--- src/hdl/rv_consts.svh ---
`ifndef RV_CONSTS_SVH
`define RV_CONSTS_SVH

// Integer register width
`define RV_XLEN 64

// Architectural registers, x0 included
`define RV_NREGS 32

// First instruction address after reset
`define RV_RESET_PC 64'h0000_0000_0000_1000

`endif

--- src/hdl/rv_pkg.sv ---
`include "rv_consts.svh"

package rv_pkg;

    typedef logic [`RV_XLEN-1:0] word_t;
    typedef logic [31:0] u32;
    typedef logic [$clog2(`RV_NREGS)-1:0] reg_idx_t;

    // Major opcodes handled by the core
    typedef enum logic [6:0] {
        OPC_OP        = 7'b0110011,
        OPC_OP_IMM    = 7'b0010011,
        OPC_OP_IMM_32 = 7'b0011011,
        OPC_OP_32     = 7'b0111011
    } opcode_e;

    typedef enum logic [3:0] {
        ALU_ADD  = 4'd0,
        ALU_SUB  = 4'd1,
        ALU_AND  = 4'd2,
        ALU_OR   = 4'd3,
        ALU_XOR  = 4'd4,
        ALU_ADDW = 4'd5,
        ALU_SUBW = 4'd6
    } alu_op_e;

    typedef struct packed {
        alu_op_e  alu_op;
        reg_idx_t rd;
        reg_idx_t rs1;
        reg_idx_t rs2;
        logic     use_imm;
        word_t    imm;     // Already sign-extended
        logic     wen;
        logic     illegal;
    } dec_t;

    typedef struct packed {
        logic     valid;
        word_t    pc;
        u32       insn;
        reg_idx_t rd;
        logic     wen;
        word_t    wdata;
        logic     illegal;
    } commit_t;

    typedef struct packed {
        logic  cyc;
        logic  stb;
        logic  we;
        word_t adr;
    } wb_req_t;

    typedef struct packed {
        logic ack;
        u32   dat;
    } wb_rsp_t;

endpackage

--- src/hdl/rv_decoder.sv ---
`timescale 1ns/1ps

module rv_decoder (
    input  rv_pkg::u32   insn,
    output rv_pkg::dec_t dec
);
    import rv_pkg::*;

    logic [2:0] funct3;
    logic [6:0] funct7;

    assign funct3 = insn[14:12];
    assign funct7 = insn[31:25];

    always_comb begin
        dec         = '0;
        dec.alu_op  = ALU_ADD;
        dec.rd      = insn[11:7];
        dec.rs1     = insn[19:15];
        dec.rs2     = insn[24:20];
        dec.imm     = {{52{insn[31]}}, insn[31:20]}; // I-type
        dec.illegal = 1'b1;

        case (insn[6:0])
            OPC_OP: begin
                dec.illegal = 1'b0;
                case ({funct3, funct7})
                    {3'h0, 7'h00}: dec.alu_op = ALU_ADD;
                    {3'h0, 7'h20}: dec.alu_op = ALU_SUB;
                    {3'h7, 7'h00}: dec.alu_op = ALU_AND;
                    {3'h6, 7'h00}: dec.alu_op = ALU_OR;
                    {3'h4, 7'h00}: dec.alu_op = ALU_XOR;
                    default:       dec.illegal = 1'b1;
                endcase
            end
            OPC_OP_IMM: begin
                dec.illegal = 1'b0;
                dec.use_imm = 1'b1;
                case (funct3)
                    3'h0:    dec.alu_op = ALU_ADD; // ADDI
                    3'h4:    dec.alu_op = ALU_XOR;
                    3'h6:    dec.alu_op = ALU_OR;
                    3'h7:    dec.alu_op = ALU_AND;
                    default: dec.illegal = 1'b1;   // Shifts, compares
                endcase
            end
            OPC_OP_IMM_32: begin
                dec.use_imm = 1'b1;
                dec.alu_op  = ALU_ADDW;
                dec.illegal = (funct3 != 3'h0);    // ADDIW only
            end
            OPC_OP_32: begin
                dec.illegal = 1'b0;
                case ({funct3, funct7})
                    {3'h0, 7'h00}: dec.alu_op = ALU_ADDW;
                    {3'h0, 7'h20}: dec.alu_op = ALU_SUBW;
                    default:       dec.illegal = 1'b1;
                endcase
            end
            default: dec.illegal = 1'b1;
        endcase

        dec.wen = !dec.illegal;
    end

endmodule

--- config.mk ---
export PLATFORM = sky130hd
export DESIGN_NAME = rv_decoder
export DESIGN_NICKNAME = d
export VERILOG_FILES = /design/src/hdl/rv_pkg.sv /design/src/hdl/rv_decoder.sv
export VERILOG_INCLUDE_DIRS = /design/src /design/src/hdl
export SDC_FILE = /design/constraint.sdc
export NUM_CORES = 1
export LEC_CHECK = 0
export ABC_AREA = 1
export ABC_CLOCK_PERIOD_IN_PS = 900
export BUFFER_PORTS_ARGS = -buffer_cell sky130_fd_sc_hd__buf_2
export CORE_UTILIZATION = 34
export DETAILED_ROUTE_END_ITERATION = 10
export PLACE_DENSITY = 0.84
export SETUP_SLACK_MARGIN = 0.5
export SYNTH_ARGS = -nofsm -noshare
export SYNTH_HDL_FRONTEND = slang
export SYNTH_SLANG_ARGS = --single-unit
--- constraint.sdc ---
create_clock -name vclk -period 0.9
set_clock_uncertainty 0.15 [all_clocks]
set_input_delay 0 -clock vclk [all_inputs]
set_output_delay 0 -clock vclk [all_outputs]
set_load 0.1 [all_outputs]
==> results of run 1 <==
## through the flow
| stage | cell area, sq um | worst slack, ns |
|---|---|---|
| floorplan | 1380 | -1.16 |
| global placement | 2070 | -0.390 |
| detailed placement | 2070 | -0.471 |
## cells by family after synthesis
group | after synthesis | synth area share
and+or+nand+nor | 51 | 0.264
other | 1 | 0.00394
buffers and inverters | 96 | 0.694
AOI/OAI and AO/OA | 6 | 0.0381
## synth_stat cells (2+ instances only)
cell      number
nor2_1         9
nor2_4         2
nand2_1       21
buf_4         80
nand4_1        3
nor2_2         5
inv_1         16
nand2_2        4
nand3_1        4
nand3b_1       2
a21oi_1        3
==> flow_summary.json, run 1 <==
{
  "status": "stopped before the end",
  "lastStage": "clock tree synthesis",
  "error_line": "[ERROR DPL-0038] Utilization greater than 100%, impossible to legalize",
  "synth-warning-count": 0,
  "io_buffers": 82,
  "dp.cells": 206,
  "die_w_um": 54.9,
  "pin_count": 118,
  "synth_top_area_frac": 0.631,
  "hpwl_um": 2640,
  "start_util": 0.371,
  "fp-row-count": 18,
  "gp_congestion": 0.967,
  "cts_resized": 126,
  "ys_types": 16,
  "syn_avg_cell_area_sq_um": 6.18,
  "seq_area_frac_synth": 0,
  "synth_cells": 154,
  "synth.area.top_cells": "buf_4, nand2_1, inv_1",
  "post_cts_buffers": 10,
  "synth_top_cell_by_area": "buf_4",
  "die_h_um": 54.9,
  "syn_nets": 186,
  "syn_area_sq_um": 952
}
==> run 2: changes to the inputs <==
- CORE_UTILIZATION: 34 -> 25
- PLACE_DENSITY: 0.84 -> not set
- PLACE_DENSITY_LB_ADDON: not set -> 0.15
- SETUP_SLACK_MARGIN: 0.5 -> not set
==> flow_summary.json, run 2 <==
{
  "fin_util": 0.655,
  "intPower_mw": 0.761,
  "worstPathRequired_ns": 0.75,
  "period_share": 1.43,
  "synth_common_cells": "buf_4, nand2_1, inv_1",
  "wire_per_inst_um": 12.8,
  "grt_antenna_before_repair": 0,
  "slowest_delay_ns": 0.19,
  "setup_violations": 6,
  "syn_avg_cell_area_sq_um": 6.18,
  "hpwl_um": 2310,
  "pin_count": 118,
  "maxSlewViolCount": 0,
  "fp-row-count": 22,
  "period_needed_ns": 1.29,
  "seqPwrFrac": 0,
  "crit_slowest_cell": "buf_12",
  "die_h_um": 63.7,
  "grt_pass1_wl_um": 4690,
  "whs_ns": -0.150,
  "hold_violations": 10,
  "wirelength_um": 3010,
  "synth_top_area_frac": 0.631,
  "pwr-share-clk": 0,
  "final_cell_mix": "buf_12, buf_4, nand2_1",
  "io_buffers": 82,
  "grt_usage": 0.140,
  "vias": 968,
  "arrival_ns": 1.14,
  "tns_ns": -1.84,
  "register_area_sq_um": 0,
  "crit_top_cell": "nand2_2",
  "nets": 221,
  "hp-class": "in -> out",
  "worst_slack_ns": -0.386,
  "synth_top_cell_by_area": "buf_4",
  "final_common_cell": "buf_12",
  "switching_share": 0.670,
  "netSwitchingPower_mw": 1.55,
  "ant_nets": 0,
  "ys_types": 16,
  "start_util": 0.260,
  "diodes": 0,
  "vias_per_cell": 4.12,
  "syn_nets": 186,
  "drt_iter0_drc": 39,
  "power_mw": 2.31,
  "p_comb_frac": 1.000,
  "gp_congestion": 0.808,
  "criticalPathCategory": "in -> out",
  "core_sq_um": 3660,
  "start_kind": "input pin",
  "cp_max_fo": 4,
  "dp.cells": 222,
  "die-area_sq_um": 4060,
  "worstSetupEndpointType": "output port",
  "p_per_area_nw_per_um2": 963,
  "firstDrtPassIters": 4,
  "synth-warning-count": 0,
  "die_w_um": 63.7,
  "area.growth.synth_to_final_pct": 152,
  "grt_max_degree": 26,
  "seq_area_frac_synth": 0,
  "syn_area_sq_um": 952,
  "max_cap_viol_count": 0,
  "rsz0062_at_grt": "yes",
  "status": "finished with violations",
  "worstPathCellList": "buf_8, nor2_4, nand2_2, nor2_4, nand2_2, nand2_1, inv_1, nand2_1, nand2_2, a21oi_4, buf_12",
  "ctsHoldBuffers": 5,
  "route.detailed.drc": 0,
  "p_leak_nw": 1.11,
  "fmax_ghz": 0.778,
  "nFlopsAndLatches": 0,
  "post-synth-top-count-cell": "buf_4",
  "synth.area.top_cells": "buf_4, nand2_1, inv_1",
  "grt_pass1_vias": 927,
  "drive_gt1_frac": 0.765,
  "layoutNonFillerInstCount": 235,
  "grt-ovfl-total": 0,
  "irDropWorstVdd_v": 0.000819,
  "synth_cells": 154,
  "clkbuf_count": 0,
  "failed_checks": "hold timing, setup timing"
}
==> run 2: cell counts after synthesis <==
Identical to the previous run, type by type.
==> run 2: kinds of logic after synthesis <==
group | synth area share
other | 0.00394
and+or+nand+nor | 0.264
AOI/OAI and AO/OA | 0.0381
buffers and inverters | 0.694
==> run 2: routing by layer <==
layer	track usage	wire length, um	vias to the layer above
li1	-	-	453
met1	0.143	942	431
met2	0.301	1780	74
met3	0.0163	229	10
met4	0.0142	59	0
met5	0	0	-
==> run 2: final timing paths <==
| check | end | depth (start not counted) | slack [ns] | start |
|---|---|---|---|---|
| worst max-delay path | dec[1] | 11 | -0.39 | insn[30] |
| worst min-delay path | dec[72] | 0 | -0.15 | insn[15] |
==> run 2: power groups by stage <==
stage | clock network, mW | logic [mW] | registers, mW
3_5_place_dp | 0 | 1.98 | 0
2_1_floorplan | 0 | 1.78 | 0
3_3_place_gp | 0 | 1.96 | 0
5_1_grt | 0 | 2.35 | 0
4_1_cts | 0 | 2.28 | 0
6_report | 0 | 2.31 | 0
==> run 2: per-stage QoR <==
stage	hold slack [ns]	setup slack (ns)	cell area, sq um
after floorplan	0.0615	-1.16	1070
after global placement	-0.149	-0.382	2070
final	-0.150	-0.386	2400
after CTS	-0.149	-0.367	2320
after global routing	-0.150	-0.439	2400
after detailed placement	-0.149	-0.432	2070
==> run 2: critical path, delay by kind of cell <==
kind	cells	cell delay, ns
AND/OR/NAND/NOR	7	0.65
AO/OA/AOI/OAI	1	0.15
buffers and inverters	3	0.34
==> run 2: area by class of cell <==
class / count / area, sq um
repair buffers: 113 / 1830
fillers: 267 / 1260
multi-input cells: 58 / 405
inverters: 16 / 101
well taps: 48 / 60.1
==> run 2: timing repair <==
action,CTS,global route
gates resized for setup,26,10
endpoints found under the setup margin,59,31
endpoints found under the hold margin,20,10
pin swaps,16,1
buffers inserted,5,0
cloned,1,2
Power figures use the tool's default switching activity.
