**src/hdl/rv_consts.svh**
```systemverilog
`ifndef RV_CONSTS_SVH
`define RV_CONSTS_SVH

// Integer register width
`define RV_XLEN 64

// Architectural registers, x0 included
`define RV_NREGS 32

// First instruction address after reset
`define RV_RESET_PC 64'h0000_0000_0000_1000

`endif

```
**src/hdl/rv_pkg.sv**
```systemverilog
`include "rv_consts.svh"

package rv_pkg;

    typedef logic [`RV_XLEN-1:0] word_t;
    typedef logic [31:0] u32;
    typedef logic [$clog2(`RV_NREGS)-1:0] reg_idx_t;

    // Major opcodes handled by the core
    typedef enum logic [6:0] {
        OPC_OP        = 7'b0110011,
        OPC_OP_IMM    = 7'b0010011,
        OPC_OP_IMM_32 = 7'b0011011,
        OPC_OP_32     = 7'b0111011
    } opcode_e;

    typedef enum logic [3:0] {
        ALU_ADD  = 4'd0,
        ALU_SUB  = 4'd1,
        ALU_AND  = 4'd2,
        ALU_OR   = 4'd3,
        ALU_XOR  = 4'd4,
        ALU_ADDW = 4'd5,
        ALU_SUBW = 4'd6
    } alu_op_e;

    typedef struct packed {
        alu_op_e  alu_op;
        reg_idx_t rd;
        reg_idx_t rs1;
        reg_idx_t rs2;
        logic     use_imm;
        word_t    imm;     // Already sign-extended
        logic     wen;
        logic     illegal;
    } dec_t;

    typedef struct packed {
        logic     valid;
        word_t    pc;
        u32       insn;
        reg_idx_t rd;
        logic     wen;
        word_t    wdata;
        logic     illegal;
    } commit_t;

    typedef struct packed {
        logic  cyc;
        logic  stb;
        logic  we;
        word_t adr;
    } wb_req_t;

    typedef struct packed {
        logic ack;
        u32   dat;
    } wb_rsp_t;

endpackage

```
**src/hdl/rv_regfile.sv**
```systemverilog
`timescale 1ns/1ps
`include "rv_consts.svh"

module rv_regfile (
    input  logic             clk,
    input  logic             rst_n,
    input  rv_pkg::reg_idx_t rs1,
    input  rv_pkg::reg_idx_t rs2,
    output rv_pkg::word_t    rs1_data,
    output rv_pkg::word_t    rs2_data,
    input  logic             we,
    input  rv_pkg::reg_idx_t rd,
    input  rv_pkg::word_t    wdata
);
    import rv_pkg::*;

    word_t regs [1:`RV_NREGS-1]; // No storage behind x0

    always_ff @(posedge clk or negedge rst_n) begin
        if (!rst_n) begin
            for (int i = 1; i < `RV_NREGS; i++) begin
                regs[i] <= '0;
            end
        end else if (we && rd != '0) begin
            regs[rd] <= wdata;
        end
    end

    assign rs1_data = (rs1 == '0) ? '0 : regs[rs1];
    assign rs2_data = (rs2 == '0) ? '0 : regs[rs2];

endmodule

```
**config.mk**
```make
export PLATFORM = sky130hd
export DESIGN_NAME = rv_regfile
export DESIGN_NICKNAME = d
export VERILOG_FILES = /design/src/hdl/rv_pkg.sv /design/src/hdl/rv_regfile.sv
export VERILOG_INCLUDE_DIRS = /design/src /design/src/hdl
export SDC_FILE = /design/constraint.sdc
export NUM_CORES = 2
export LEC_CHECK = 0
export ABC_CLOCK_PERIOD_IN_PS = 2800
export BUFFER_PORTS_ARGS = -buffer_cell sky130_fd_sc_hd__clkbuf_2
export CORE_MARGIN = 5
export CORE_UTILIZATION = 30
export CTS_BUF_LIST = sky130_fd_sc_hd__clkbuf_8
export CTS_CLUSTER_DIAMETER = 30
export DETAILED_ROUTE_END_ITERATION = 10
export PLACE_DENSITY = 0.56
export REMOVE_ABC_BUFFERS = 1
export SLEW_MARGIN = 20
export SYNTH_ARGS = -nofsm -noshare
export SYNTH_HDL_FRONTEND = slang
export SYNTH_SLANG_ARGS = --single-unit
export TNS_END_PERCENT = 30
```
**constraint.sdc**
```tcl
create_clock -name clk -period 2.8 [get_ports clk]
set_input_delay 0.56 -clock clk [delete_from_list [all_inputs] [get_ports clk]]
set_output_delay 0.56 -clock clk [all_outputs]
set_load 0.1 [all_outputs]
```
* Word-level counts from Yosys, hierarchy flattened
Cells that the tools add are included.
Storage, ports and cells: register bits after elaboration 1984, bits of input ports 82, word-level logic and storage cells 54
Operators by class: order comparisons 4, mux-type cells 11, bitwise operators 3, reduce and logical (&&, ||, !) cells 5
Operators by type and width (count):
- $bwmux 1984 | 1
- $bmux 64 s5 | 2
- $mux 64 | 7
- $demux 64 s5 | 1
- $ge 6x6->1 const B | 3
- $not 5->6 | 3
- $logic_not 5->1 | 2
- $lt 6x1->1 const B | 1
- $reduce_bool 5->1 | 1
- $logic_and 1x1->1 | 2

* Longest topological paths before layout
depth after elaboration 6, depth in mapped cells 10, depth with buffers taken out 5

* Least setup slack after synthesis
Ideal clock, no wire load.
path type input port to output port, start point input port rs2[1], end point output port rs2_data[34], arrival time 3.985 ns, data required time 2.240 ns, setup slack -1.745 ns, cell stages on the path 9, path buffers 4, path through buf_2 > buf_2 > buf_2 > buf_2 > mux4_2 > mux2i_1 > nand2_1 > o21ai_0 > a211oi_1
On the way: cells in the longest elaborated chain, start to end 5, elaborated cells on any way between the ends 6
RTL lines:
- from (decl) | RTL line rv_regfile.sv:8 | input rv_pkg::reg_idx_t rs2,
- $not 5->6 (implied by the code) | RTL line rv_regfile.sv:30 | assign rs2_data = (rs2 == '0) ? '0 : regs[rs2];
- $bmux 64 s5 | RTL line rv_regfile.sv:30
- $mux 64 (implied by the code) (2 in series) | RTL line rv_regfile.sv:30
- $mux 64 * | RTL line rv_regfile.sv:30
- to (decl) | RTL line rv_regfile.sv:10 | output rv_pkg::word_t rs2_data,
Every way passes the cells marked *; elsewhere a longest branch is shown, timed or not. The select of a mux whose other input is x is not followed.

* Final worst setup path
start point register regs[439] (netlist bit), end point output port rs2_data[55]
On the way: cells in the longest elaborated chain, start to end 4
RTL lines:
- from (decl) | RTL line rv_regfile.sv:17 | word_t regs [1:`RV_NREGS-1];
- from (signal, indexed assignment) | RTL line rv_regfile.sv:25 | regs[rd] <= wdata;
- $bmux 64 s5 | RTL line rv_regfile.sv:30
- $mux 64 (implied by the code) (2 in series) | RTL line rv_regfile.sv:30
- $mux 64 | RTL line rv_regfile.sv:30
No other way between the ends. The select of a mux whose other input is x is not followed.

==> results.md <==
- Status: complete, but fails checks
- Failing checks: setup timing
- Fraction of the mapped netlist area in adder cells: 0%
- Setup Skew: 0 ps
- GRT Total Usage: just over 20%
- Mapped cell area: about 0.11 sq mm
- Vias/cell: around 5.5
- Nets@finish: just over 8k
- Hpwl dp: approximately 240000 microns
- Clock root cell: clkbuf_8
- Largest net degree at the start of global routing: roughly 120
- Final core utilization: 37.7%
- Combinational family with the most area after synthesis: multiplexers
- Ports: 210
- EDFF count, synth: 0
- WL final: 384000 microns
- Synth Area in Compound Gates: 4.21%
- First-pass GRT wire length: 562000 microns
- Worst-path clk slew: roughly 60 ps
- Slew Limit Headroom: ~42%
- Synth area leader: dfrtp_1
- Max_cap viols: 0
- Inserted Clock Buffers: about 440
- Startpoint types: register
- Worst Setup End Kind: output pin
- Yosys warnings: 0
- Worst Path Arrival: between 2000 and 3000 ps
- Minimum clock period: about 3500 ps
- Die Y: 606 microns
- Detailed Routing Iterations Pass 1: 6
- HP Class: input port to async pin
- Crit path kind: register to output pin
- Share of layout cells above drive strength 1: 57.8%
- Endpoints failing hold: 0
- Clock latency at the later pin of the worst-skew pair: 990 ps
- Cells after Synth: about 7.4k
- Crit share post-route: 125%
- Synth Register Bits: a little under 2k
- Initial antenna violation count: 42
- Syn Area/Cell: ~14 sq um
- Total grt overflow: 0
- Gpl congestion: roughly 0.8
- Via count: around 73k
- RSZ-0062 raised after global routing: yes
- Die W: 606 microns
- Place WS: -1090 ps
- Synth area leaders: dfrtp_1, mux2_2, mux4_2
- Clk buf depth: 4
- Post-synthesis simple-gate area fraction: 2.69%
- Multiplexer share of the synthesized area: a little over two fifths
- VDD IR-drop max: 0.415 mV
- Biggest register: regs
- I/O Buffers: 209
- Top flop regs: regs (1984)
- Drt wl/cell: approximately 29 microns
- Worst-Margin Slew: 869 ps
- Fmax: about 290 MHz
- Slew Viols, Final: 0
- H-tree depth: 5
- Max FFs per register: between 1.5k and 2k
- Final setup fails: ~130
- Post-synthesis cell type count: 44
- Register area share after synthesis: 46.5%
- TritonCTS clock tree: done
- Crit Path Max Fanout: 3
- Layout Area Growth over Synthesis: 25.7%
- R2R depth: 3
- Core area: 0.355 sq mm
- Post-route ant nets: 0
- Commonest cells in the netlist: mux2_2, dfrtp_1, mux4_2
- Static Leakage: around 0.058 uW
- Row cnt: between 200 and 250
- 1st-iter DRT viols: a little under 6k
- PwrDens: 750 mW/mm^2
- Req. time, crit path: around 2200 ps
- Synth top area share: 46.5%
- Synth Area in XOR/XNOR: 0%
- Starting Density: a little under a third
- Setup ws final: -692 ps
- Top-count cell post-synth: mux2_2
- Clock sink count: 1984
- Async S/R FF share, synth: 100%
- Number of global-route vias before repair: 78.3k
- Die area: between 0.3 and 0.4 sq mm
- Most used DFF post-synth: dfrtp_1
- Drc violations: 0
through the flow:
step / hold slack (ps) / std cells / TNS [ps] / total power, uW / area, sq um
3_3_place_gp: 500 / 12400 / -81260 / 60900 / 122000
3_5_place_dp: 508 / 12400 / -79390 / 61700 / 122000
6_report: 157 / 13300 / -65260 / 101000 / 134000
2_1_floorplan: 264 / 6647 / -1255190 / 52200 / 103000
5_1_grt: 131 / 13200 / -80090 / 105000 / 134000
4_1_cts: 73.1 / 13200 / -78700 / 101000 / 134000
critical path: stages, from the launching register on:
cell	delay, ps
dfrtp_1	410
mux4_2	470
mux2_4	270
o211ai_1	300
o21ai_4	200
buf_12	220
cell families (layout without fill, tap and decap cells):
logic type,Yosys count,count (layout)
AOI/OAI and AO/OA,651,651
buffers and inverters,803,1835
DFF,1984,1984
muxes,3391,3391
other,0,20
and+or+nand+nor,620,620
power by group:
| part | switching, uW | internal (uW) | total (uW) | leakage, uW |
|---|---|---|---|---|
| sequential | 4300 | 34300 | 38600 | 0.0254 |
| clock | 14500 | 24000 | 38500 | 0.00556 |
| combinational | 10600 | 12800 | 23400 | 0.0275 |
area by class of cell:
class / instances / area (sq um)
clock inverters: 267 / 3310
inverters: 1 / 6.26
diodes: 20 / 50.0
multi-input cells: 4662 / 54600
fillers: 33500 / 221000
well taps: 4751 / 5940
flip-flops and latches: 1984 / 49600
clock buffers: 530 / 7290
repair buffers: 1037 / 13100
final timing paths:
path | from | to | slack, ps
max | regs[439] | rs2_data[55] | -690
min | rst_n | regs[1021] | 160
max reg2reg | regs[1551] | regs[1551] | 1790
min reg2reg | regs[893] | regs[893] | 520
max in group asynchronous | rst_n | regs[407] | 1490
min in group clk | wdata[25] | regs[601] | 200
metal layers:
layer / vias up / GRT usage, % / part of all wire [%]
met5: - / 0 / 0.036
met4: 20 / 8.28 / 4.1
met3: 779 / 3.63 / 6.0
met2: 2660 / 33.4 / 48
met1: 39800 / 27.3 / 42
li1: 30100 / - / -
layout by cell type, fill, tap and decap left out, types with 60 or more instances in the layout:
cell / instances
a21oi_1: 106
a221oi_1: 105
a22oi_1: 75
buf_12: 399
buf_4: 520
bufinv_16: 73
clkbuf_2: 71
clkbuf_8: 531
clkinv_2: 70
dfrtp_1: 1984
inv_1: 60
mux2_2: 2151
mux2i_1: 455
mux4_2: 748
nand2_1: 236
nor2_1: 87
nor2b_1: 103
nor3_1: 83
o211ai_1: 79
repair_timing:
| action | in CTS | in global routing |
|---|---|---|
| hold buffers | 1 | 0 |
| cloned | 3 | 0 |
| endpoints found under the setup margin | 128 | 128 |
| setup buffers | 26 | 11 |
| resized for setup | 210 | 95 |
| hold endpoints to repair | 462 | 0 |
| pin swaps | 66 | 54 |
Power figures use the tool's default switching activity.
