<file path="src/hdl/rv_consts.svh">
`ifndef RV_CONSTS_SVH
`define RV_CONSTS_SVH

// Integer register width
`define RV_XLEN 64

// Architectural registers, x0 included
`define RV_NREGS 32

// First instruction address after reset
`define RV_RESET_PC 64'h0000_0000_0000_1000

`endif

</file>
<file path="src/hdl/rv_pkg.sv">
`include "rv_consts.svh"

package rv_pkg;

    typedef logic [`RV_XLEN-1:0] word_t;
    typedef logic [31:0] u32;
    typedef logic [$clog2(`RV_NREGS)-1:0] reg_idx_t;

    // Major opcodes handled by the core
    typedef enum logic [6:0] {
        OPC_OP        = 7'b0110011,
        OPC_OP_IMM    = 7'b0010011,
        OPC_OP_IMM_32 = 7'b0011011,
        OPC_OP_32     = 7'b0111011
    } opcode_e;

    typedef enum logic [3:0] {
        ALU_ADD  = 4'd0,
        ALU_SUB  = 4'd1,
        ALU_AND  = 4'd2,
        ALU_OR   = 4'd3,
        ALU_XOR  = 4'd4,
        ALU_ADDW = 4'd5,
        ALU_SUBW = 4'd6
    } alu_op_e;

    typedef struct packed {
        alu_op_e  alu_op;
        reg_idx_t rd;
        reg_idx_t rs1;
        reg_idx_t rs2;
        logic     use_imm;
        word_t    imm;     // Already sign-extended
        logic     wen;
        logic     illegal;
    } dec_t;

    typedef struct packed {
        logic     valid;
        word_t    pc;
        u32       insn;
        reg_idx_t rd;
        logic     wen;
        word_t    wdata;
        logic     illegal;
    } commit_t;

    typedef struct packed {
        logic  cyc;
        logic  stb;
        logic  we;
        word_t adr;
    } wb_req_t;

    typedef struct packed {
        logic ack;
        u32   dat;
    } wb_rsp_t;

endpackage

</file>
<file path="src/hdl/rv_alu.sv">
`timescale 1ns/1ps

module rv_alu (
    input  rv_pkg::alu_op_e op,
    input  rv_pkg::word_t   a,
    input  rv_pkg::word_t   b,
    output rv_pkg::word_t   result
);
    import rv_pkg::*;

    u32 add_w;
    u32 sub_w;

    // Word ops only look at the low halves
    assign add_w = a[31:0] + b[31:0];
    assign sub_w = a[31:0] - b[31:0];

    always_comb begin
        case (op)
            ALU_ADD: begin
                result = a + b;
            end
            ALU_SUB: begin
                result = a - b;
            end
            ALU_AND: begin
                result = a & b;
            end
            ALU_OR: begin
                result = a | b;
            end
            ALU_XOR: begin
                result = a ^ b;
            end
            ALU_ADDW: begin
                result = {{32{add_w[31]}}, add_w}; // Also ADDIW
            end
            ALU_SUBW: begin
                result = {{32{sub_w[31]}}, sub_w};
            end
            default: begin
                result = '0;
            end
        endcase
    end

endmodule

</file>
<file path="config.mk">
export PLATFORM = sky130hd
export DESIGN_NAME = rv_alu
export DESIGN_NICKNAME = d
export VERILOG_FILES = /design/src/hdl/rv_pkg.sv /design/src/hdl/rv_alu.sv
export VERILOG_INCLUDE_DIRS = /design/src /design/src/hdl
export SDC_FILE = /design/constraint.sdc
export NUM_CORES = 1
export LEC_CHECK = 0
export BUFFER_PORTS_ARGS = -buffer_cell sky130_fd_sc_hd__buf_2
export CORE_MARGIN = 10
export CORE_UTILIZATION = 40
export DETAILED_ROUTE_END_ITERATION = 8
export PLACE_DENSITY_LB_ADDON = 0.25
export SKIP_LAST_GASP = 1
export SYNTH_ARGS = -nofsm -noshare
export SYNTH_HDL_FRONTEND = slang
export SYNTH_SLANG_ARGS = --single-unit
</file>
<file path="constraint.sdc">
create_clock -name vclk -period 6.8
set_input_delay 0.68 -clock vclk [all_inputs]
set_output_delay 0.68 -clock vclk [all_outputs]
set_load 0.005 [all_outputs]
</file>
# Word level (Yosys, flattened, before mapping)
# Index checks and enable logic that the tools add are counted.
[op_classes] muxes=1 n_eq_ne=6 addsub=4 n_reduce_logical=1 n_bitwise=3
[op_table] operator="$pmux 64 s7" count=1
[op_table] operator="$add 64x64->64" count=1
[op_table] operator="$and 64x64->64" count=1
[op_table] operator="$or 64x64->64" count=1
[op_table] operator="$sub 64x64->64" count=1
[op_table] operator="$xor 64x64->64" count=1
[op_table] operator="$add 32x32->32" count=1
[op_table] operator="$sub 32x32->32" count=1
[op_table] operator="$eq 4x3->1 const B" count=3
[op_table] operator="$eq 4x2->1 const B" count=2
[op_table] operator="$eq 4x1->1 const B" count=1
[op_table] operator="$logic_not 4->1" count=1
[word_totals] reg_bits=0 out_inout_bits=64 inputBits=132 elab_cells=15

# Logic depth before layout (Yosys ltp)
# Gate-level depths: netlist (run 1).
[logic_depth] word_depth=2 depth_mapped=21 ltp_nobuf=20

# Least setup slack after synthesis (run 1)
# OpenSTA, ideal clock, no wires.
[synth_path] kind="input -> output" from="input port b[14]" to="output port result[63]" cell_stages=17 slack_ps=1319 arrival_ps=4801 required_ps=6120 n_path_buf=1 path_cell_list="or4_1 -> nor3_1 -> nand3_1 -> nor3_2 -> nand2_1 -> o41ai_2 -> o21ai_2 -> xnor2_1 -> ha_1 -> clkbuf_1 -> a21o_1 -> o21bai_1 -> o41a_1 -> a41o_1 -> a311oi_2 -> mux2i_1 -> nand4_1"
[synth_via] elab_chain_len=2 word_cells_on_any_way=5 cone_classes="add/sub (4); mux (1)"
[synth_rtl] element="start, declared" line="rv_alu.sv:6" rtl="input rv_pkg::word_t b,"
[synth_rtl] element="$sub 64x64->64 (tied with other cells)" line="rv_alu.sv:24" rtl="result = a - b;"
[synth_rtl] element="$pmux 64 s7 (*)" line="rv_alu.sv:19" rtl="case (op)"
[synth_rtl] element="end, declared" line="rv_alu.sv:7" rtl="output rv_pkg::word_t result"
# Mark *: on every way between the ends. The rest lies on a longest branch, timed or not.

# Worst setup path in the final report (run 1)
[layout_path] from="input port b[4]" to="output port result[62]"
# The elaborated chain is that of the path after synthesis.

==> results of run 1 <==
-- placed cells by master (no fill, tap or decap), types with 25 or more instances in the layout --
| master | count |
|---|---|
| o211ai_1 | 54 |
| nand3_1 | 47 |
| o21ai_0 | 123 |
| a221oi_1 | 61 |
| a21oi_1 | 170 |
| a21o_1 | 43 |
| nor2_1 | 179 |
| nand2_1 | 126 |
| nor3_1 | 39 |
| nand4_1 | 27 |
| buf_2 | 196 |
| xnor2_1 | 93 |
| a31oi_1 | 29 |
| buf_4 | 30 |
| inv_1 | 177 |
| o21bai_1 | 25 |
| xor2_1 | 27 |
| ha_1 | 222 |
-- area by class of cell --
| class | instances | area, µm² | area share |
|---|---|---|---|
| multi-input combinational | 1566 | 11100 | 0.825 |
| timing repair buffer | 226 | 1210 | 0.0894 |
| tap | 390 | 488 | 0.0362 |
| inverter | 177 | 664 | 0.0493 |
-- stage by stage --
step | worst slack (ps) | hold slack, ps | cell area, µm²
after floorplan | 1320 | 1600 | 12200
after global placement | 433 | 1840 | 13500
after detailed placement | 320 | 1860 | 13500
after CTS | 282 | 1860 | 13500
after global routing | 9.60 | 1900 | 13500
final | 317 | 1850 | 13500
-- power by group through the flow --
stage	clock network (W)	registers (W)	logic [W]
3_3_place_gp	0	0	0.00122
2_1_floorplan	0	0	0.000809
3_5_place_dp	0	0	0.00123
6_report	0	0	0.00125
4_1_cts	0	0	0.00123
5_1_grt	0	0	0.00137
-- how the worst min path moves through the flow --
stage / from / endpoint / slack, ps / cells after the start
floorplan: b[60] / result[60] / 1600 / 3
global placement: b[43] / result[43] / 1840 / 5
detailed placement: b[43] / result[43] / 1860 / 5
CTS: b[43] / result[43] / 1860 / 5
global route: b[43] / result[43] / 1900 / 5
finish: b[43] / result[43] / 1850 / 5
-- per-layer routing --
| layer | vias to the layer above | track usage | part of all wire |
|---|---|---|---|
| li1 | 7037 | - | - |
| met1 | 7012 | 0.346 | 0.45 |
| met2 | 658 | 0.406 | 0.44 |
| met3 | 105 | 0.0315 | 0.074 |
| met4 | 2 | 0.0806 | 0.035 |
| met5 | - | 0 | 0.00035 |
-- cells by family after synthesis --
kind of cell / count (synthesis)
AND/OR/NAND/NOR: 539
adder cells (fa/ha/maj): 225
XOR/XNOR: 120
AO/OA/AOI/OAI: 676
buffers and inverters: 278
multiplexers: 6
==> impl_results.md, run 1 <==
* Outcome: finished, final reports clean
* DR pass1 iterations at 6
* Post-synth top area cell: ha_1
* Max Fclk at between 0.15 and 0.2 GHz
* End point of the critical path: result[62]
* First-pass GRT wire length at approximately 80000 µm
* Start point of the critical path: b[4]
* Post-Synth Simple-Gate Area at 0.213
* Post_cts resized at 0
* Ys Warns at 0
* GRT Total Usage at 0.254
* Rel. slew slack at 0.455
* Slowest cell on the critical path: nor4_1
* Synth-to-layout area growth at 10.9%
* CP top delay family: compound AO/OA/AOI/OAI gates
* Final hold vios at 0
* Hold Crit Class: input port to primary output
* Num sequential at 0
* Die ar. at about 38000 µm²
* Detail Placement HPWL at about 42000 µm
* Die height at 194 µm
* Pwr/cell area at ~93 nW/µm²
* Arrival time worst endpoint at 5800 ps
* RD Place Congestion at 1.02
* IO Port Bufs at between 150 and 200
* # clk buffers at 0
* Core area at just under 30000 µm²
* Largest net degree at the start of global routing at 50
* Buf/Inv on CP at 3
* Syn_nets at 2201
* Largest family of logic cells by synthesized area: compound AO/OA/AOI/OAI gates
* Leak at 6.37 nW
* Drt total wl at slightly above 50000 µm
* Crit path cell chain: buf_2 -> nor4_1 -> and4_1 -> buf_4 -> nand2_1 -> o31ai_1 -> xnor2_1 -> ha_1 -> and4_1 -> o2bb2ai_1 -> a31oi_1 -> nand3_1 -> a21oi_1 -> o22ai_1 -> a221oi_1 -> mux2i_1 -> nand4_1 -> buf_2
* Crit-path max FO at 6
* CP Launch Type: input port
* WL per Instance at 21.9 µm
* Type of the worst setup path: input port to primary output
* Worst path max stage delay at ~560 ps
* Fin. max-slew vios at 0
* Final setup fails at 0
* Max cap viols at 0
* Final core utilization at 0.453
* Top cell type's share of synthesized area at 0.228
* Worst vdd ir at between 0.04 and 0.05 mV
* Initial Utilization at 0.408
* Post-synthesis xor/xnor area fraction at 0.0864
* Placed Cells incl. Taps at approximately 2400
* Mux share of post-synthesis cell area at 0.00514
* Crit path required time at around 6000 ps
* Syn_area_per_cell at ~6.6 µm²
* Final cell count without fillers at around 2400
* FF+latch area at 0 µm²
* Seq/Total Area, Yosys at 0
* Post-CTS setup buffers at 0
* Post-layout minimum cycle time at around 6500 ps
* Netlist cell types at 88
* Gate power share at 1.000
* Synthesized cell area at between 10000 and 15000 µm²
* WP depth at 18
* Initial antenna violation count at 1
* Final ANT Viol Nets at 0
* Pwr Total at about 0.0013 W
* Total congestion overflow at 0
* Number of global-route vias before repair at between 10000 and 15000
* Clock share of power at 0
* Fillers at between 3000 and 4000
* Sw Pwr at 0.000781 W
* Synth Area in Compound Gates at 0.375
* Rows at 63
* Top Ports at 196
* Unrepaired setup endpoints after global routing: no
* CTS Hold Buffers Added at 0
* Drc violations at 0
* Diode count at 0
* CP endpoint kind: primary output
* Initial drt markers at roughly 1400
* Post-Syn Instances at 1844
* Most frequent cell after synthesis: ha_1
* Largest cells by area after synthesis: ha_1, a21oi_1, xnor2_1, nor2_1, inv_1
* Share of post-route cells with drive strength above 1 at 0.134
* DR vias at 14800
* Top post-synthesis cells by count: ha_1, nor2_1, inv_1
* Slew @ Worst Pin at between 700 and 800 ps
* Setup TNS at 0 ps
* Register share of total power at 0
* Final net count at ~2300
* P_int at roughly 0.00047 W
* Die W at 194 µm
* Fin crit share at 0.953
* Switch share at 0.624
* Adder-Cell Fraction of Synth Area at 0.233
* Avg Vias per Cell at ~6.3
Power figures use the tool's default switching activity.
==> run 2: changes to the inputs <==
--- a/config.mk
+++ b/config.mk
@@ -10,6 +10,7 @@
 export CORE_MARGIN = 10
 export CORE_UTILIZATION = 40
 export DETAILED_ROUTE_END_ITERATION = 8
+export GPL_TIMING_DRIVEN = 0
 export PLACE_DENSITY_LB_ADDON = 0.25
 export SKIP_LAST_GASP = 1
 export SYNTH_ARGS = -nofsm -noshare
==> run 2 against run 1 <==
First-iteration DRC count rose by 4.5%. Worst setup slack got worse by 120 ps. Global-route usage rose by 2.1 points. Die area did not move. Flip-flop and latch count did not move. Wire length rose by 9.3%. Cell count rose by 3.0%. Combinational power barely moved. Critical path depth rose by 3. Critical endpoint is now result[61]. Highest routed layer is now met4.
==> impl_results.md, run 2 (synthesized netlist as in run 1, its figures left out) <==
* Outcome: finished, final reports clean
* Final core utilization at 0.464 (+0.0111)
* Die ar. at 37800 µm² (unchanged)
* Hold Crit Class: input port to primary output
* Avg Vias per Cell at 6.25 (-0.43%)
* CP Launch Type: input port
* Rows at 63 (unchanged)
* Pwr/cell area at 92.5 nW/µm² (-0.40%)
* Initial antenna violation count at 0 (-1)
* WL per Instance at 23.2 µm (+6.1%)
* IO Port Bufs at 193 (-1.5%)
* # clk buffers at 0 (unchanged)
* Total congestion overflow at 0 (unchanged)
* Clock share of power at 0 (unchanged)
* Final ANT Viol Nets at 0 (unchanged)
* Diode count at 0 (unchanged)
* Sw Pwr at 0.000809 W (+3.6%)
* Final setup fails at 0 (unchanged)
* CTS Hold Buffers Added at 0 (unchanged)
* Crit-path max FO at 8 (+2)
* Die height at 194 µm (unchanged)
* Worst vdd ir at 0.0495 mV (-0.34%)
* Fin crit share at 0.972 (+0.0183)
* Top Ports at 196 (unchanged)
* Final worst slack at 192 ps (-125 ps)
* DR pass1 iterations at 6 (unchanged)
* DR vias at 15200 (+2.6%)
* Num sequential at 0 (unchanged)
* Setup TNS at 0 ps (unchanged)
* P_int at 0.000469 W (-0.57%)
* Number of global-route vias before repair at 14500 (+0.44%)
* Max cap viols at 0 (unchanged)
* Pwr Total at 0.00128 W (+2.0%)
* Rel. slew slack at 0.113 (-0.342)
* Largest net degree at the start of global routing at 11 (-78%)
* Leak at 6.43 nW (+0.97%)
* Initial drt markers at 1460 (+4.5%)
* Post-layout minimum cycle time at 6610 ps (+125 ps)
* Arrival time worst endpoint at 5930 ps (+130 ps)
* Max Fclk at 0.151 GHz (-1.9%)
* Switch share at 0.633 (+0.00965)
* Final net count at 2399 (+3.0%)
* GRT Total Usage at 0.275 (+0.0214)
* Core area at 29800 µm² (unchanged)
* Slew @ Worst Pin at 1310 ps (+516 ps)
* Fillers at 3199 (-0.56%)
* RD Place Congestion at 1.03 (+1.1%)
* CP endpoint kind: primary output
* Fin. max-slew vios at 0 (unchanged)
* Worst slack at placement at -761 ps (-1080 ps)
* Share of post-route cells with drive strength above 1 at 0.128 (-0.00614)
* FF+latch area at 0 µm² (unchanged)
* Detail Placement HPWL at 47000 µm (+11%)
* Die W at 194 µm (unchanged)
* Crit path required time at 6120 ps (about the same)
* First-pass GRT wire length at 85000 µm (+5.5%)
* Type of the worst setup path: input port to primary output
* Drc violations at 0 (unchanged)
* Final hold vios at 0 (unchanged)
* Commonest non-fill, non-tap cells in the layout: ha_1, buf_2, nor2_1
* Register share of total power at 0 (unchanged)
* Most common cell after layout, fill and taps aside: ha_1
* Multi-input gate area at 11200 µm² (+1.0%)
* Gate power share at 1.000 (about the same)
* Initial Utilization at 0.408 (unchanged)
* Drt total wl at 56400 µm (+9.3%)
* Synth-to-layout area growth at 13.6%
## run 2: cell type report
| cell class | instances | share of cell area |
|---|---|---|
| multi-input cells | 1566 | 0.814 |
| inverters | 177 | 0.0484 |
| repair buffers | 197 | 0.0729 |
| plain buffers | 100 | 0.0296 |
| well taps | 390 | 0.0353 |
## run 2: timing repair
action / 4_1_cts / 5_1_grt
resized for setup: 15 / 30
buffers inserted: 2 / 0
setup endpoints to repair: 46 / 23
pin swaps: 2 / 3
## run 2: path summary, 6_finish.rpt
kind / start / to / slack, ps / cells after the start
worst max-delay path: b[14] / result[61] / 190 / 21
worst min-delay path: b[43] / result[43] / 1870 / 5
## run 2: worst max-delay path: stages
cell and delay [ps]:
buf_2 140, or4_4 590, nor4b_2 350, nand4_1 320, nor4_2 280, nand2_1 260, nor2_1 280, a31oi_1 220
a21oi_1 240, xnor2_1 90, ha_1 270, clkbuf_1 360, nand4_1 270, or3_1 500, nor3_1 200, nor2b_1 160
a211o_1 140, nor2_1 90, xor2_1 150, o211ai_1 170, buf_2 150
## run 2: metal layers
layer	up-vias	GRT usage	wire length, µm
li1	7190	-	-
met1	7210	0.374	25300
met2	695	0.441	24900
met3	99	0.0403	4450
met4	0	0.0767	1730
met5	-	0	0
## run 2: power by group through the flow
stage	combinational [W]	clock (W)	sequential, W
floorplan	0.000809	0	0
global placement	0.00123	0	0
detailed placement	0.00124	0	0
CTS	0.00125	0	0
global route	0.00140	0	0
finish	0.00128	0	0
## run 2: stage by stage
| step | cell area, µm² | instances | hold slack (ps) |
|---|---|---|---|
| CTS | 13700 | 2431 | 1880 |
| detailed placement | 13700 | 2429 | 1870 |
| floorplan | 12200 | 1844 | 1600 |
| global route | 13800 | 2430 | 1920 |
| finish | 13800 | 2430 | 1870 |
| global placement | 13600 | 2427 | 1850 |
