$ cat config.mk
export PLATFORM = sky130hd
export DESIGN_NAME = rv_fetch
export DESIGN_NICKNAME = d
export VERILOG_FILES = /design/src/hdl/rv_pkg.sv /design/src/hdl/rv_fetch.sv
export VERILOG_INCLUDE_DIRS = /design/src /design/src/hdl
export SDC_FILE = /design/constraint.sdc
export NUM_CORES = 1
export LEC_CHECK = 0
export BUFFER_PORTS_ARGS = -buffer_cell sky130_fd_sc_hd__buf_2
export CAP_MARGIN = 25
export CORE_MARGIN = 3
export CORE_UTILIZATION = 51
export DETAILED_ROUTE_END_ITERATION = 7
export PLACE_DENSITY = 0.89
export SLEW_MARGIN = 20
export SYNTH_ARGS = -nofsm -noshare
export SYNTH_HDL_FRONTEND = slang
export SYNTH_SLANG_ARGS = --single-unit
$ cat constraint.sdc
create_clock -name clk -period 3.9 [get_ports clk]
set_input_delay 0.78 -clock clk [delete_from_list [all_inputs] [get_ports clk]]
set_output_delay 0.78 -clock clk [all_outputs]
set_load 0.005 [all_outputs]
$ cat src/hdl/rv_consts.svh
`ifndef RV_CONSTS_SVH
`define RV_CONSTS_SVH

// Integer register width
`define RV_XLEN 64

// Architectural registers, x0 included
`define RV_NREGS 32

// First instruction address after reset
`define RV_RESET_PC 64'h0000_0000_0000_1000

`endif

$ cat src/hdl/rv_pkg.sv
`include "rv_consts.svh"

package rv_pkg;

    typedef logic [`RV_XLEN-1:0] word_t;
    typedef logic [31:0] u32;
    typedef logic [$clog2(`RV_NREGS)-1:0] reg_idx_t;

    // Major opcodes handled by the core
    typedef enum logic [6:0] {
        OPC_OP        = 7'b0110011,
        OPC_OP_IMM    = 7'b0010011,
        OPC_OP_IMM_32 = 7'b0011011,
        OPC_OP_32     = 7'b0111011
    } opcode_e;

    typedef enum logic [3:0] {
        ALU_ADD  = 4'd0,
        ALU_SUB  = 4'd1,
        ALU_AND  = 4'd2,
        ALU_OR   = 4'd3,
        ALU_XOR  = 4'd4,
        ALU_ADDW = 4'd5,
        ALU_SUBW = 4'd6
    } alu_op_e;

    typedef struct packed {
        alu_op_e  alu_op;
        reg_idx_t rd;
        reg_idx_t rs1;
        reg_idx_t rs2;
        logic     use_imm;
        word_t    imm;     // Already sign-extended
        logic     wen;
        logic     illegal;
    } dec_t;

    typedef struct packed {
        logic     valid;
        word_t    pc;
        u32       insn;
        reg_idx_t rd;
        logic     wen;
        word_t    wdata;
        logic     illegal;
    } commit_t;

    typedef struct packed {
        logic  cyc;
        logic  stb;
        logic  we;
        word_t adr;
    } wb_req_t;

    typedef struct packed {
        logic ack;
        u32   dat;
    } wb_rsp_t;

endpackage

$ cat src/hdl/rv_fetch.sv
`timescale 1ns/1ps
`include "rv_consts.svh"

module rv_fetch (
    input  logic            clk,
    input  logic            rst_n,
    output rv_pkg::wb_req_t imem_req,
    input  rv_pkg::wb_rsp_t imem_rsp,
    output rv_pkg::u32      insn,
    output rv_pkg::word_t   pc,
    output logic            exec
);

    typedef enum logic {
        FETCH,
        EXEC
    } state_e;

    state_e state;
    state_e state_d;
    logic   fetch_done;

    assign fetch_done = (state == FETCH) && imem_rsp.ack;

    always_comb begin
        state_d = state;
        case (state)
            FETCH: begin
                if (imem_rsp.ack) begin
                    state_d = EXEC;
                end
            end
            EXEC: begin
                state_d = FETCH; // Single cycle execute
            end
            default: begin
                state_d = FETCH;
            end
        endcase
    end

    always_ff @(posedge clk or negedge rst_n) begin
        if (!rst_n) begin
            state <= FETCH;
            pc    <= `RV_RESET_PC;
        end else begin
            state <= state_d;
            if (state == EXEC) begin
                pc <= pc + 64'd4;
            end
        end
    end

    // Instruction register
    always_ff @(posedge clk) begin
        if (fetch_done) begin
            insn <= imem_rsp.dat;
        end
    end

    // Request held until ack is seen
    always_comb begin
        imem_req.cyc = (state == FETCH);
        imem_req.stb = (state == FETCH);
        imem_req.we  = 1'b0;
        imem_req.adr = pc;
    end

    assign exec = (state == EXEC);

endmodule

# Yosys cells after proc, flatten, opt, wreduce, memory -nomap -nowiden
# Index checks and enable logic that the tools add are counted.
dict set report totals {
  reg_bits 97
  in_bits 35
}
dict set report classes {
  muxes 2
  bitwise 1
  reduce_logical 1
  add_sub_neg 1
}
# operator count
set op_table {}
lappend op_table {{$add 64x3->64 const B} 1}
lappend op_table {{$pmux 1 s2} 1}
lappend op_table {{$logic_and 1x1->1} 1}
lappend op_table {{$mux 1} 1}
lappend op_table {{$not 1->1} 1}

# Longest topological paths before layout
# Gate-level depths: netlist (run 1).
dict set report logic_depth {
  depth_word 2
  mapped_depth 6
  ltp_nobuf 6
}

# Least setup slack after synthesis (run 1)
# Ideal clock, no wire load.
dict set report synth_timing {
  path_kind {input to register}
  startpoint {input port imem_rsp[32] (netlist name)}
  endpoint {register insn[0], enable pin}
  setup_time_ps 426
  stages 1
  arrival_ps 2253
  required_ps 3474
  path_slack_ps 1221
  cell_sequence {nor2b_1}
}
dict set report synth_via {
  elab_chain_cells 1
}
# element line
set synth_rtl {}
lappend synth_rtl {{from (decl)} rv_fetch.sv:8} ;# input rv_pkg::wb_rsp_t imem_rsp,
lappend synth_rtl {{$logic_and 1x1->1} rv_fetch.sv:23} ;# assign fetch_done = (state == FETCH) && imem_rsp.ack;
lappend synth_rtl {{to (signal assigned)} rv_fetch.sv:57} ;# insn <= imem_rsp.dat;
lappend synth_rtl {{to (decl)} rv_fetch.sv:9} ;# output rv_pkg::u32 insn,
# Every way passes these cells.
# A chain may end at the register's enable or synchronous reset.

# Final worst setup path (run 1)
dict set report layout_timing {
  startpoint {register pc[37]}
  endpoint {register pc[58]}
}
dict set report layout_via {
  elab_chain_cells 1
}
# element line
set layout_rtl {}
lappend layout_rtl {{from (decl)} rv_fetch.sv:10} ;# output rv_pkg::word_t pc,
lappend layout_rtl {{from (signal assigned)} rv_fetch.sv:45} ;# pc <= `RV_RESET_PC;
lappend layout_rtl {{from (signal assigned)} rv_fetch.sv:49} ;# pc <= pc + 64'd4;
lappend layout_rtl {{$add 64x3->64} rv_fetch.sv:49}
# Every way passes these cells.

==> results of run 1 <==
[logic make-up (layout without fill, tap and decap cells)]
group | count (synthesis) | count (layout) | synth area share [%]
multiplexers | 1 | 1 | 0.2524
flip-flops | 95 | 95 | 56.90
adder cells (fa/ha/maj) | 1 | 1 | 0.2804
AND/OR/NAND/NOR | 133 | 133 | 17.86
buffers and inverters | 82 | 223 | 12.65
other | 1 | 5 | 0.08405
XOR/XNOR | 61 | 61 | 11.97
[report_power, final]
part	internal [mW]	switching (mW)	total (mW)
clock network	0.244	0.364	0.608
registers	1.08	0.0527	1.14
logic	0.0924	0.0979	0.190
total	1.42	0.515	1.93
[routing by layer]
metal  GRT usage [%]  up-vias  part of all wire (%)
met3           4.067       12                   6.1
met4           6.933        0                   1.5
li1                -     1494                     -
met5               0        -                     0
met1           27.44     1585                    41
met2           34.25      122                    51
[state kept, by name, summed over array words and instances (netlist names)]
register and cells:
insn 32, exec 1, pc 62
[through the flow]
step / worst slack, ns / cells
CTS: 1.666 / 624
detailed placement: 1.691 / 608
floorplan: 1.221 / 378
global route: 1.481 / 624
finish: 1.657 / 624
global placement: 1.739 / 608
[final timing paths]
| path | cells past startpoint | slack [ns] | to |
|---|---|---|---|
| max in group asynchronous | 2 | 2.52 | pc[4] |
| worst min-delay path | 1 | 0.51 | pc[38] |
| worst min register to register | 1 | 0.51 | pc[63] |
| min in group clk | 1 | 0.51 | pc[63] |
| worst max register to register | 5 | 1.66 | pc[58] |
| worst max-delay path | 5 | 1.66 | pc[58] |
[synthesized netlist by cell type, types with 2 or more instances]
library cell,instances
buf_4,68
dfrtp_1,62
xnor2_1,35
edfxtp_1,32
nand3_1,29
xor2_1,26
nor2_1,23
nand2_1,19
nand4_1,17
nor3_1,14
inv_1,12
nor4_2,6
and3_1,5
nor4_1,5
nand4_2,4
and4_1,2
nor4_4,2
[worst max-delay path, stage by stage (launching register included)]
cell and delay (ns):
dfrtp_1 0.49, nand4_2 0.27, nor4_2 0.62, inv_1 0.22, nor4_2 0.36, xor2_1 0.19
[layout make-up]
cell class	instances	area, sq um
clock buffer	10	127.6
clock inverter	6	50.05
fill	643	3090
inverter	12	45.04
multi-input combinational	201	1376
sequential	95	2539
tap	105	131.4
timing repair buffer	195	980.9
==> flow_summary.ini, run 1 <==
[cts]
cts_hold_buffers = 0
clk_path_buf_depth = 2
cts_made_buffers = 9
cts-root-buf = clkbuf_8
htree_levels = 3
path_clk_slew_ns = 0.10
cts.repair.resized = 0
clkLatencyLatePin_ns = 0.36
cts_tree = yes
numClockSinks = 95
post_cts_buffers = 0

[power_and_ir_drop]
power_density_mw_per_mm2 = 368.5
peakVddDrop_mv = 0.3292
p_leak_nw = 2.710
p_total_mw = 1.935

[detailed_routing]
wl_per_cell_microns = 16.48
drt_iter0_drc = 190
vias = 3213
drc = 0
drt-total-wl_microns = 10290
first_pass_iters = 5
antenna_left = 0
vias_per_cell = 5.149

[sta]
clock.fmax_mhz = 445.9
fin_crit_ns = 2.243
final.setup.tns_ns = 0
hold_viol_final = 0
setup_viol = 0
finalMaxSlewViolations = 0
hold-worst-slack_ns = 0.5085
tightest_slew_ns = 0.8472
fin_crit_sh_pct = 57.51
skew_ns = 0.01157
rsz0062_at_grt = no
maxSlewHeadroom_pct = 43.52

[grt]
grt_pass1_vias = 3087
grt_max_degree = 39
grt_antenna_before_repair = 0
grt_pass1_wl_microns = 15950
grt.total_usage_pct = 20.69
grt-ovfl-total = 0

[synthesis]
synth.distinct_cells = 30
syn_area_per_cell_sq_um = 11.93
synth-seq-area-share_pct = 56.90
synth_area_leader_cell = dfrtp_1
synth_async_sr_flop_share_pct = 66.32
synth_top_cell_area_share_pct = 34.77
synthTopCellsByArea = dfrtp_1, edfxtp_1, buf_4
yosys_most_used_dff = dfrtp_1
synth-seq-cells = 95
synth_area_sq_mm = 0.004462
syn-instance-count = 374
yosysWarnings = 0
synth_edf_count = 32

[floorplan]
fp.dieH_microns = 99.54
start_util_pct = 53.50
boundaryPins = 199
fp.dieArea_sq_mm = 0.009907
num_rows = 33
die_x_microns = 99.54
coreArea_sq_mm = 0.008341

[place]
io_buffers = 193
routabilityCongestion = 0.8397
placed_area_sq_mm = 0.005072
hpwlAfterDp_microns = 7966

[min_path]
hold_class = input port to asynchronous set/reset pin

[critical_path]
crit_start = pc[37]
start_kind = flip-flop
crit_fanout = 8
path_class = flip-flop to flip-flop
cp.arrival_ns = 2.53
end_kind = flip-flop
required_ns = 4.19
r2r_start = pc[37]

[finish]
diodes = 0
syn2layout_area_growth_pct = 17.67
fin_area_sq_mm = 0.005250
layout_common_cells = buf_2, dfrtp_1, xnor2_1
fin_nets = 550
drive_gt1_share_pct = 44.12
fin_util_pct = 62.95
final_common_cell = buf_2

[job]
drv_cap = 0

[run_status]
outcome = complete, no violations
Note: power is estimated with default switching activity, not from simulation.
==> run 2, diff against run 1 <==
Settings changed: ABC_AREA set to 1, CORE_UTILIZATION 51 to 50, PLACE_DENSITY 0.89 to 0.84.
Clock period 3.9 ns to 2.2 ns, I/O delays scaled along.
==> run 2 against run 1 <==
Core utilization decreased by 2.9 points; clock power grew 66%; worst setup slack worse by 1.3 ns; synthesized cell count rose by 66%; sequential power increased by 76%; critical path depth is 3 lower; non-clock buffer count is 2 higher; final area rose by 20%; total power up 75%; largest power group unchanged; highest routed layer unchanged.
==> flow_summary.ini, run 2 <==
[detailed_routing]
drt-total-wl_microns = 13910
vias_per_cell = 4.978
drc = 0
drt_iter0_drc = 318
antenna_left = 0
first_pass_iters = 5
wl_per_cell_microns = 15.37
vias = 4505

[floorplan]
start_util_pct = 52.01
fp.dieArea_sq_mm = 0.01217
coreArea_sq_mm = 0.01046
die_x_microns = 110.3
num_rows = 37
boundaryPins = 199
fp.dieH_microns = 110.3

[synthesis]
synth-seq-area-share_pct = 46.65
synth-seq-cells = 95
synth.distinct_cells = 34
synth_area_leader_cell = dfrtp_1
synth_area_sq_mm = 0.005441
yosysMostFrequentCell = nand2_1
synth_top_cell_area_share_pct = 28.51
yosys_most_used_dff = dfrtp_1
yosysWarnings = 0
synthTopCellsByArea = dfrtp_1, edfxtp_1, nand2_1
syn_area_per_cell_sq_um = 8.762
synth_edf_count = 32
synth_async_sr_flop_share_pct = 66.32
syn-instance-count = 621
synth.top_cells.by_count = nand2_1, nor2_1, buf_4

[finish]
fin_nets = 800
layout_common_cells = buf_2, nand2_1, nor2_1
drive_gt1_share_pct = 34.59
final_common_cell = buf_2
finalNonFillerCells = 905
largest_reg_flops = 62
top_register = pc
diodes = 0
syn2layout_area_growth_pct = 15.54
final.fill_count = 952

[cts]
numClockSinks = 95
cts_hold_buffers = 0
cts_tree = yes
clk_path_buf_depth = 2
cts-root-buf = clkbuf_8
post_cts_buffers = 0
cts_made_buffers = 9
path_clk_slew_ns = 0.09
clkLatencyLatePin_ns = 0.36
htree_levels = 3
cts.repair.resized = 0

[place]
dp.cells = 889
io_buffers = 193
hpwlAfterDp_microns = 11090
routabilityCongestion = 0.9339

[sta]
clock.fmax_mhz = 556.4
setup_viol = 0
rsz0062_at_grt = no
fin_crit_ns = 1.797
skew_ns = 0.007515
fin_crit_sh_pct = 81.70
finalMaxSlewViolations = 0
hold_viol_final = 0
final.setup.tns_ns = 0

[grt]
grt_max_degree = 64
grt_pass1_wl_microns = 21420
grt_pass1_vias = 4238
grt.total_usage_pct = 23.23
grt-ovfl-total = 0
grt_antenna_before_repair = 0

[power_and_ir_drop]
power_density_mw_per_mm2 = 539.8
peakVddDrop_mv = 0.3555
p_leak_nw = 3.313

[critical_path]
cp.arrival_ns = 1.36
crit_fanout = 6
start_kind = flip-flop
path_class = flip-flop to primary output
end_kind = primary output
required_ns = 1.76

[min_path]
hold_class = input port to asynchronous set/reset pin

[run_status]
outcome = complete, no violations

[job]
drv_cap = 0
run 2: cell count changes in the layout (fill, tap and decap cells not counted), sizes merged, moves of 3 or more:
| cell | change |
|---|---|
| nor4 | -12 |
| xnor2 | -18 |
| nand2 | +143 |
| inv | +55 |
| xor2 | -6 |
| nor2 | +76 |
| clkinv | +4 |
| nor3 | -6 |
| nand3b | +7 |
| nand4 | +4 |
| o21bai | +3 |
| nand3 | +5 |
| and3 | -4 |
run 2: critical path: stages, from the launching register on:
cell and delay (ns):
dfrtp_1 0.45, inv_1 0.35, buf_2 0.19
run 2: logic make-up (layout without fill, tap and decap cells):
family / count (synthesis) / count (layout) / share of synthesized area (%)
DFF: 95 / 95 / 46.65
other: 1 / 5 / 0.06892
buffers and inverters: 142 / 286 / 14.53
AOI/OAI and AO/OA: 5 / 5 / 0.5976
adders and majority gates: 1 / 1 / 0.2299
and+or+nand+nor: 340 / 340 / 31.69
xor gates and xnor gates: 37 / 37 / 6.231
run 2: path summary, 6_finish.rpt:
check                              from            to  slack [ns]  cells after the start
hold reg to reg                  pc[12]        pc[12]        0.52                      1
setup / recovery                   exec  imem_req[65]        0.40                      2
hold / removal                    rst_n        pc[40]        0.06                      2
setup reg to reg                 pc[12]        pc[57]        0.45                      9
min in group clk           imem_rsp[16]      insn[16]        0.24                      1
max in group asynchronous         rst_n        pc[12]        1.80                      2
run 2: layer usage:
metal  vias to the layer above  track usage [%]  wire, microns
met5                         -                0              0
met4                         0            8.795            277
met3                        20            4.135           1283
met2                       220            38.60           6602
met1                      2104            30.40           5749
li1                       2161                -              -
run 2: metrics by stage:
step                utilization, %  setup slack, ns  hold WS, ns  area [sq um]  total power, mW
floorplan                        -           0.3210       0.1444          5459            2.271
global placement             58.51           0.5124       0.4794          6122            2.415
detailed placement           58.51           0.4629       0.4804          6122            2.432
CTS                          60.09           0.3891      0.08398          6287            3.431
global route                 60.09           0.2575      0.09479          6287            3.538
finish                       60.09           0.4026      0.05595          6287            3.394
run 2: area by class of cell:
cell class	instances	area, sq um	area share (%)
Sequential cell	95	2539	40.38
Timing Repair Buffer	197	1008	16.04
Inverter	73	275.3	4.378
Multi-Input combinational cell	388	2130	33.87
Tap cell	136	170.2	2.706
Clock inverter	6	37.54	0.5970
Clock buffer	10	127.6	2.030
run 2: power breakdown:
group / internal, mW / switching (mW)
clock: 0.405 / 0.604
sequential: 1.92 / 0.0945
combinational: 0.168 / 0.204
total: 2.49 / 0.903
==> run 3, diff against run 2 <==
Settings changed: ABC_AREA 1 to 0, CORE_UTILIZATION 50 to 47, PLACE_DENSITY 0.84 to 0.83.
Clock period 2.2 ns to 1.8 ns, I/O delays scaled along.
==> run 3 against run 2 <==
The run now ends with negative setup slack left; clock power rose by 33%; clock skew up 0.014 ns; critical path type is now flip-flop to flip-flop; flip-flop and latch count is the same; hold slack improved by 0.11 ns; largest cell class unchanged.
==> flow_summary.ini, run 3 (synthesized netlist as in run 1, its figures left out) <==
[critical_path]
required_ns = 2.07
crit_slowest_cell = dfstp_2
ff2ff_path_depth = 8
cp.arrival_ns = 2.22
cpLargestDelayFamily = simple AND/OR/NAND/NOR gates
end_kind = flip-flop
start_kind = flip-flop
path_cells = nand3_4 -> buf_6 -> nor4_4 -> buf_4 -> nand4_4 -> buf_6 -> nor3_4 -> xor2_1
path_class = flip-flop to flip-flop
r2r_start = pc[12]
r2r_setup_slack_ns = -0.14
cpPeakStageDelay_ns = 0.57
timing.rr.end = pc[60]
crit_buf_inv = 3
cpMostUsedCell = buf_6
crit_cells = 8
crit_fanout = 4

[detailed_routing]
vias_per_cell = 5.032
vias = 3729
drt_iter0_drc = 259
drt-total-wl_microns = 13180
antenna_left = 0
drc = 0
wl_per_cell_microns = 17.78
first_pass_iters = 4

[sta]
clock.fmax_mhz = 514.6
skew_ns = 0.02186
hold-worst-slack_ns = 0.1635
fin_crit_sh_pct = 108.0
final.setup.tns_ns = -1.494
fin_ws_ns = -0.1433
setup_viol = 22
finalMaxSlewViolations = 0
hold_viol_final = 0
rsz0062_at_grt = yes
fin_crit_ns = 1.943

[min_path]
hp-start = imem_rsp[7]
worstHoldEndpoint = insn[7]
hold_class = input port to flip-flop
hold_path_depth = 1

[floorplan]
fp.dieH_microns = 103.4
coreArea_sq_mm = 0.008976
start_util_pct = 49.71
die_x_microns = 103.4
num_rows = 34
fp.dieArea_sq_mm = 0.01070
boundaryPins = 199

[run_status]
outcome = complete, but fails checks
violations = negative setup slack

[cts]
cts_tree = yes
path_clk_slew_ns = 0.10
cts-root-buf = clkbuf_8
htree_levels = 3
numClockSinks = 95
clkLatencyLatePin_ns = 0.37
cts_made_buffers = 9
clk_path_buf_depth = 2

[place]
placed_area_sq_mm = 0.005652
routabilityCongestion = 0.8363
hpwlAfterDp_microns = 8684
io_buffers = 193

[finish]
syn2layout_area_growth_pct = 44.17
multi_input_area_sq_mm = 0.001730
fin_area_sq_mm = 0.006432
seqCellArea_sq_mm = 0.002544
final_common_cell = buf_2
largest_reg_flops = 62
diodes = 0
final.fill_count = 626
fin_nets = 646
layout_common_cells = buf_2, buf_4, dfrtp_1
drive_gt1_share_pct = 59.35
top_register = pc

[grt]
grt_antenna_before_repair = 0
grt_max_degree = 64
grt_pass1_wl_microns = 18130
grt_pass1_vias = 3490
grt-ovfl-total = 0
grt.total_usage_pct = 22.21

[job]
drv_cap = 0

[power_and_ir_drop]
p_total_mw = 4.424
peakVddDrop_mv = 0.4987
p_leak_nw = 3.460
power_density_mw_per_mm2 = 687.7
[run 3: layer usage]
metal | track usage, % | share of wire [%] | up-vias
met2 | 38.14 | 53 | 170
met3 | 3.353 | 5.5 | 34
li1 | - | - | 1686
met1 | 29.10 | 38 | 1839
met5 | 0 | 0 | -
met4 | 6.773 | 3.5 | 0
[run 3: final cells by class]
type | instances | area share, %
Multi-Input combinational cell | 201 | 26.90
Timing Repair Buffer | 291 | 27.58
Tap cell | 126 | 2.451
Inverter | 12 | 0.7003
Clock buffer | 11 | 2.198
Clock inverter | 5 | 0.6224
Sequential cell | 95 | 39.54
[run 3: report_power, final]
group / internal [mW] / switching (mW)
Clock: 0.555 / 0.782
Combinational: 0.347 / 0.306
Sequential: 2.35 / 0.0856
[run 3: timing repair]
action                                 4_1_cts  5_1_grt
setup endpoints to repair                   30       42
buffers inserted                            11       18
endpoints found under the hold margin        2        0
pin swaps                                   18       29
resized for setup                           29       45
hold buffers                                 1        0
[run 3: worst reg2reg max path: stages, from the launching register on]
cell and delay (ns):
dfstp_2 0.57, nand3_4 0.09, buf_6 0.15, nor4_4 0.24
buf_4 0.18, nand4_4 0.14, buf_6 0.18, nor3_4 0.13
xor2_1 0.19
[run 3: stage by stage]
stage,utilization [%],setup slack (ns),instances
final,71.66,-0.1433,741
after global routing,71.66,-0.2736,741
after CTS,67.69,-0.05878,723
after detailed placement,62.96,-0.2423,695
after global placement,62.96,-0.1734,695
after floorplan,-,-0.1480,378
[run 3: worst max path at each step]
| stage | start | endpoint | slack [ns] |
|---|---|---|---|
| global route | pc[12] | pc[55] | -0.27 |
| global placement | pc[2] | pc[60] | -0.17 |
| detailed placement | pc[3] | pc[60] | -0.24 |
| CTS | pc[12] | pc[48] | -0.06 |
| floorplan | pc[12] | pc[25] | -0.15 |
| finish | pc[12] | pc[60] | -0.14 |
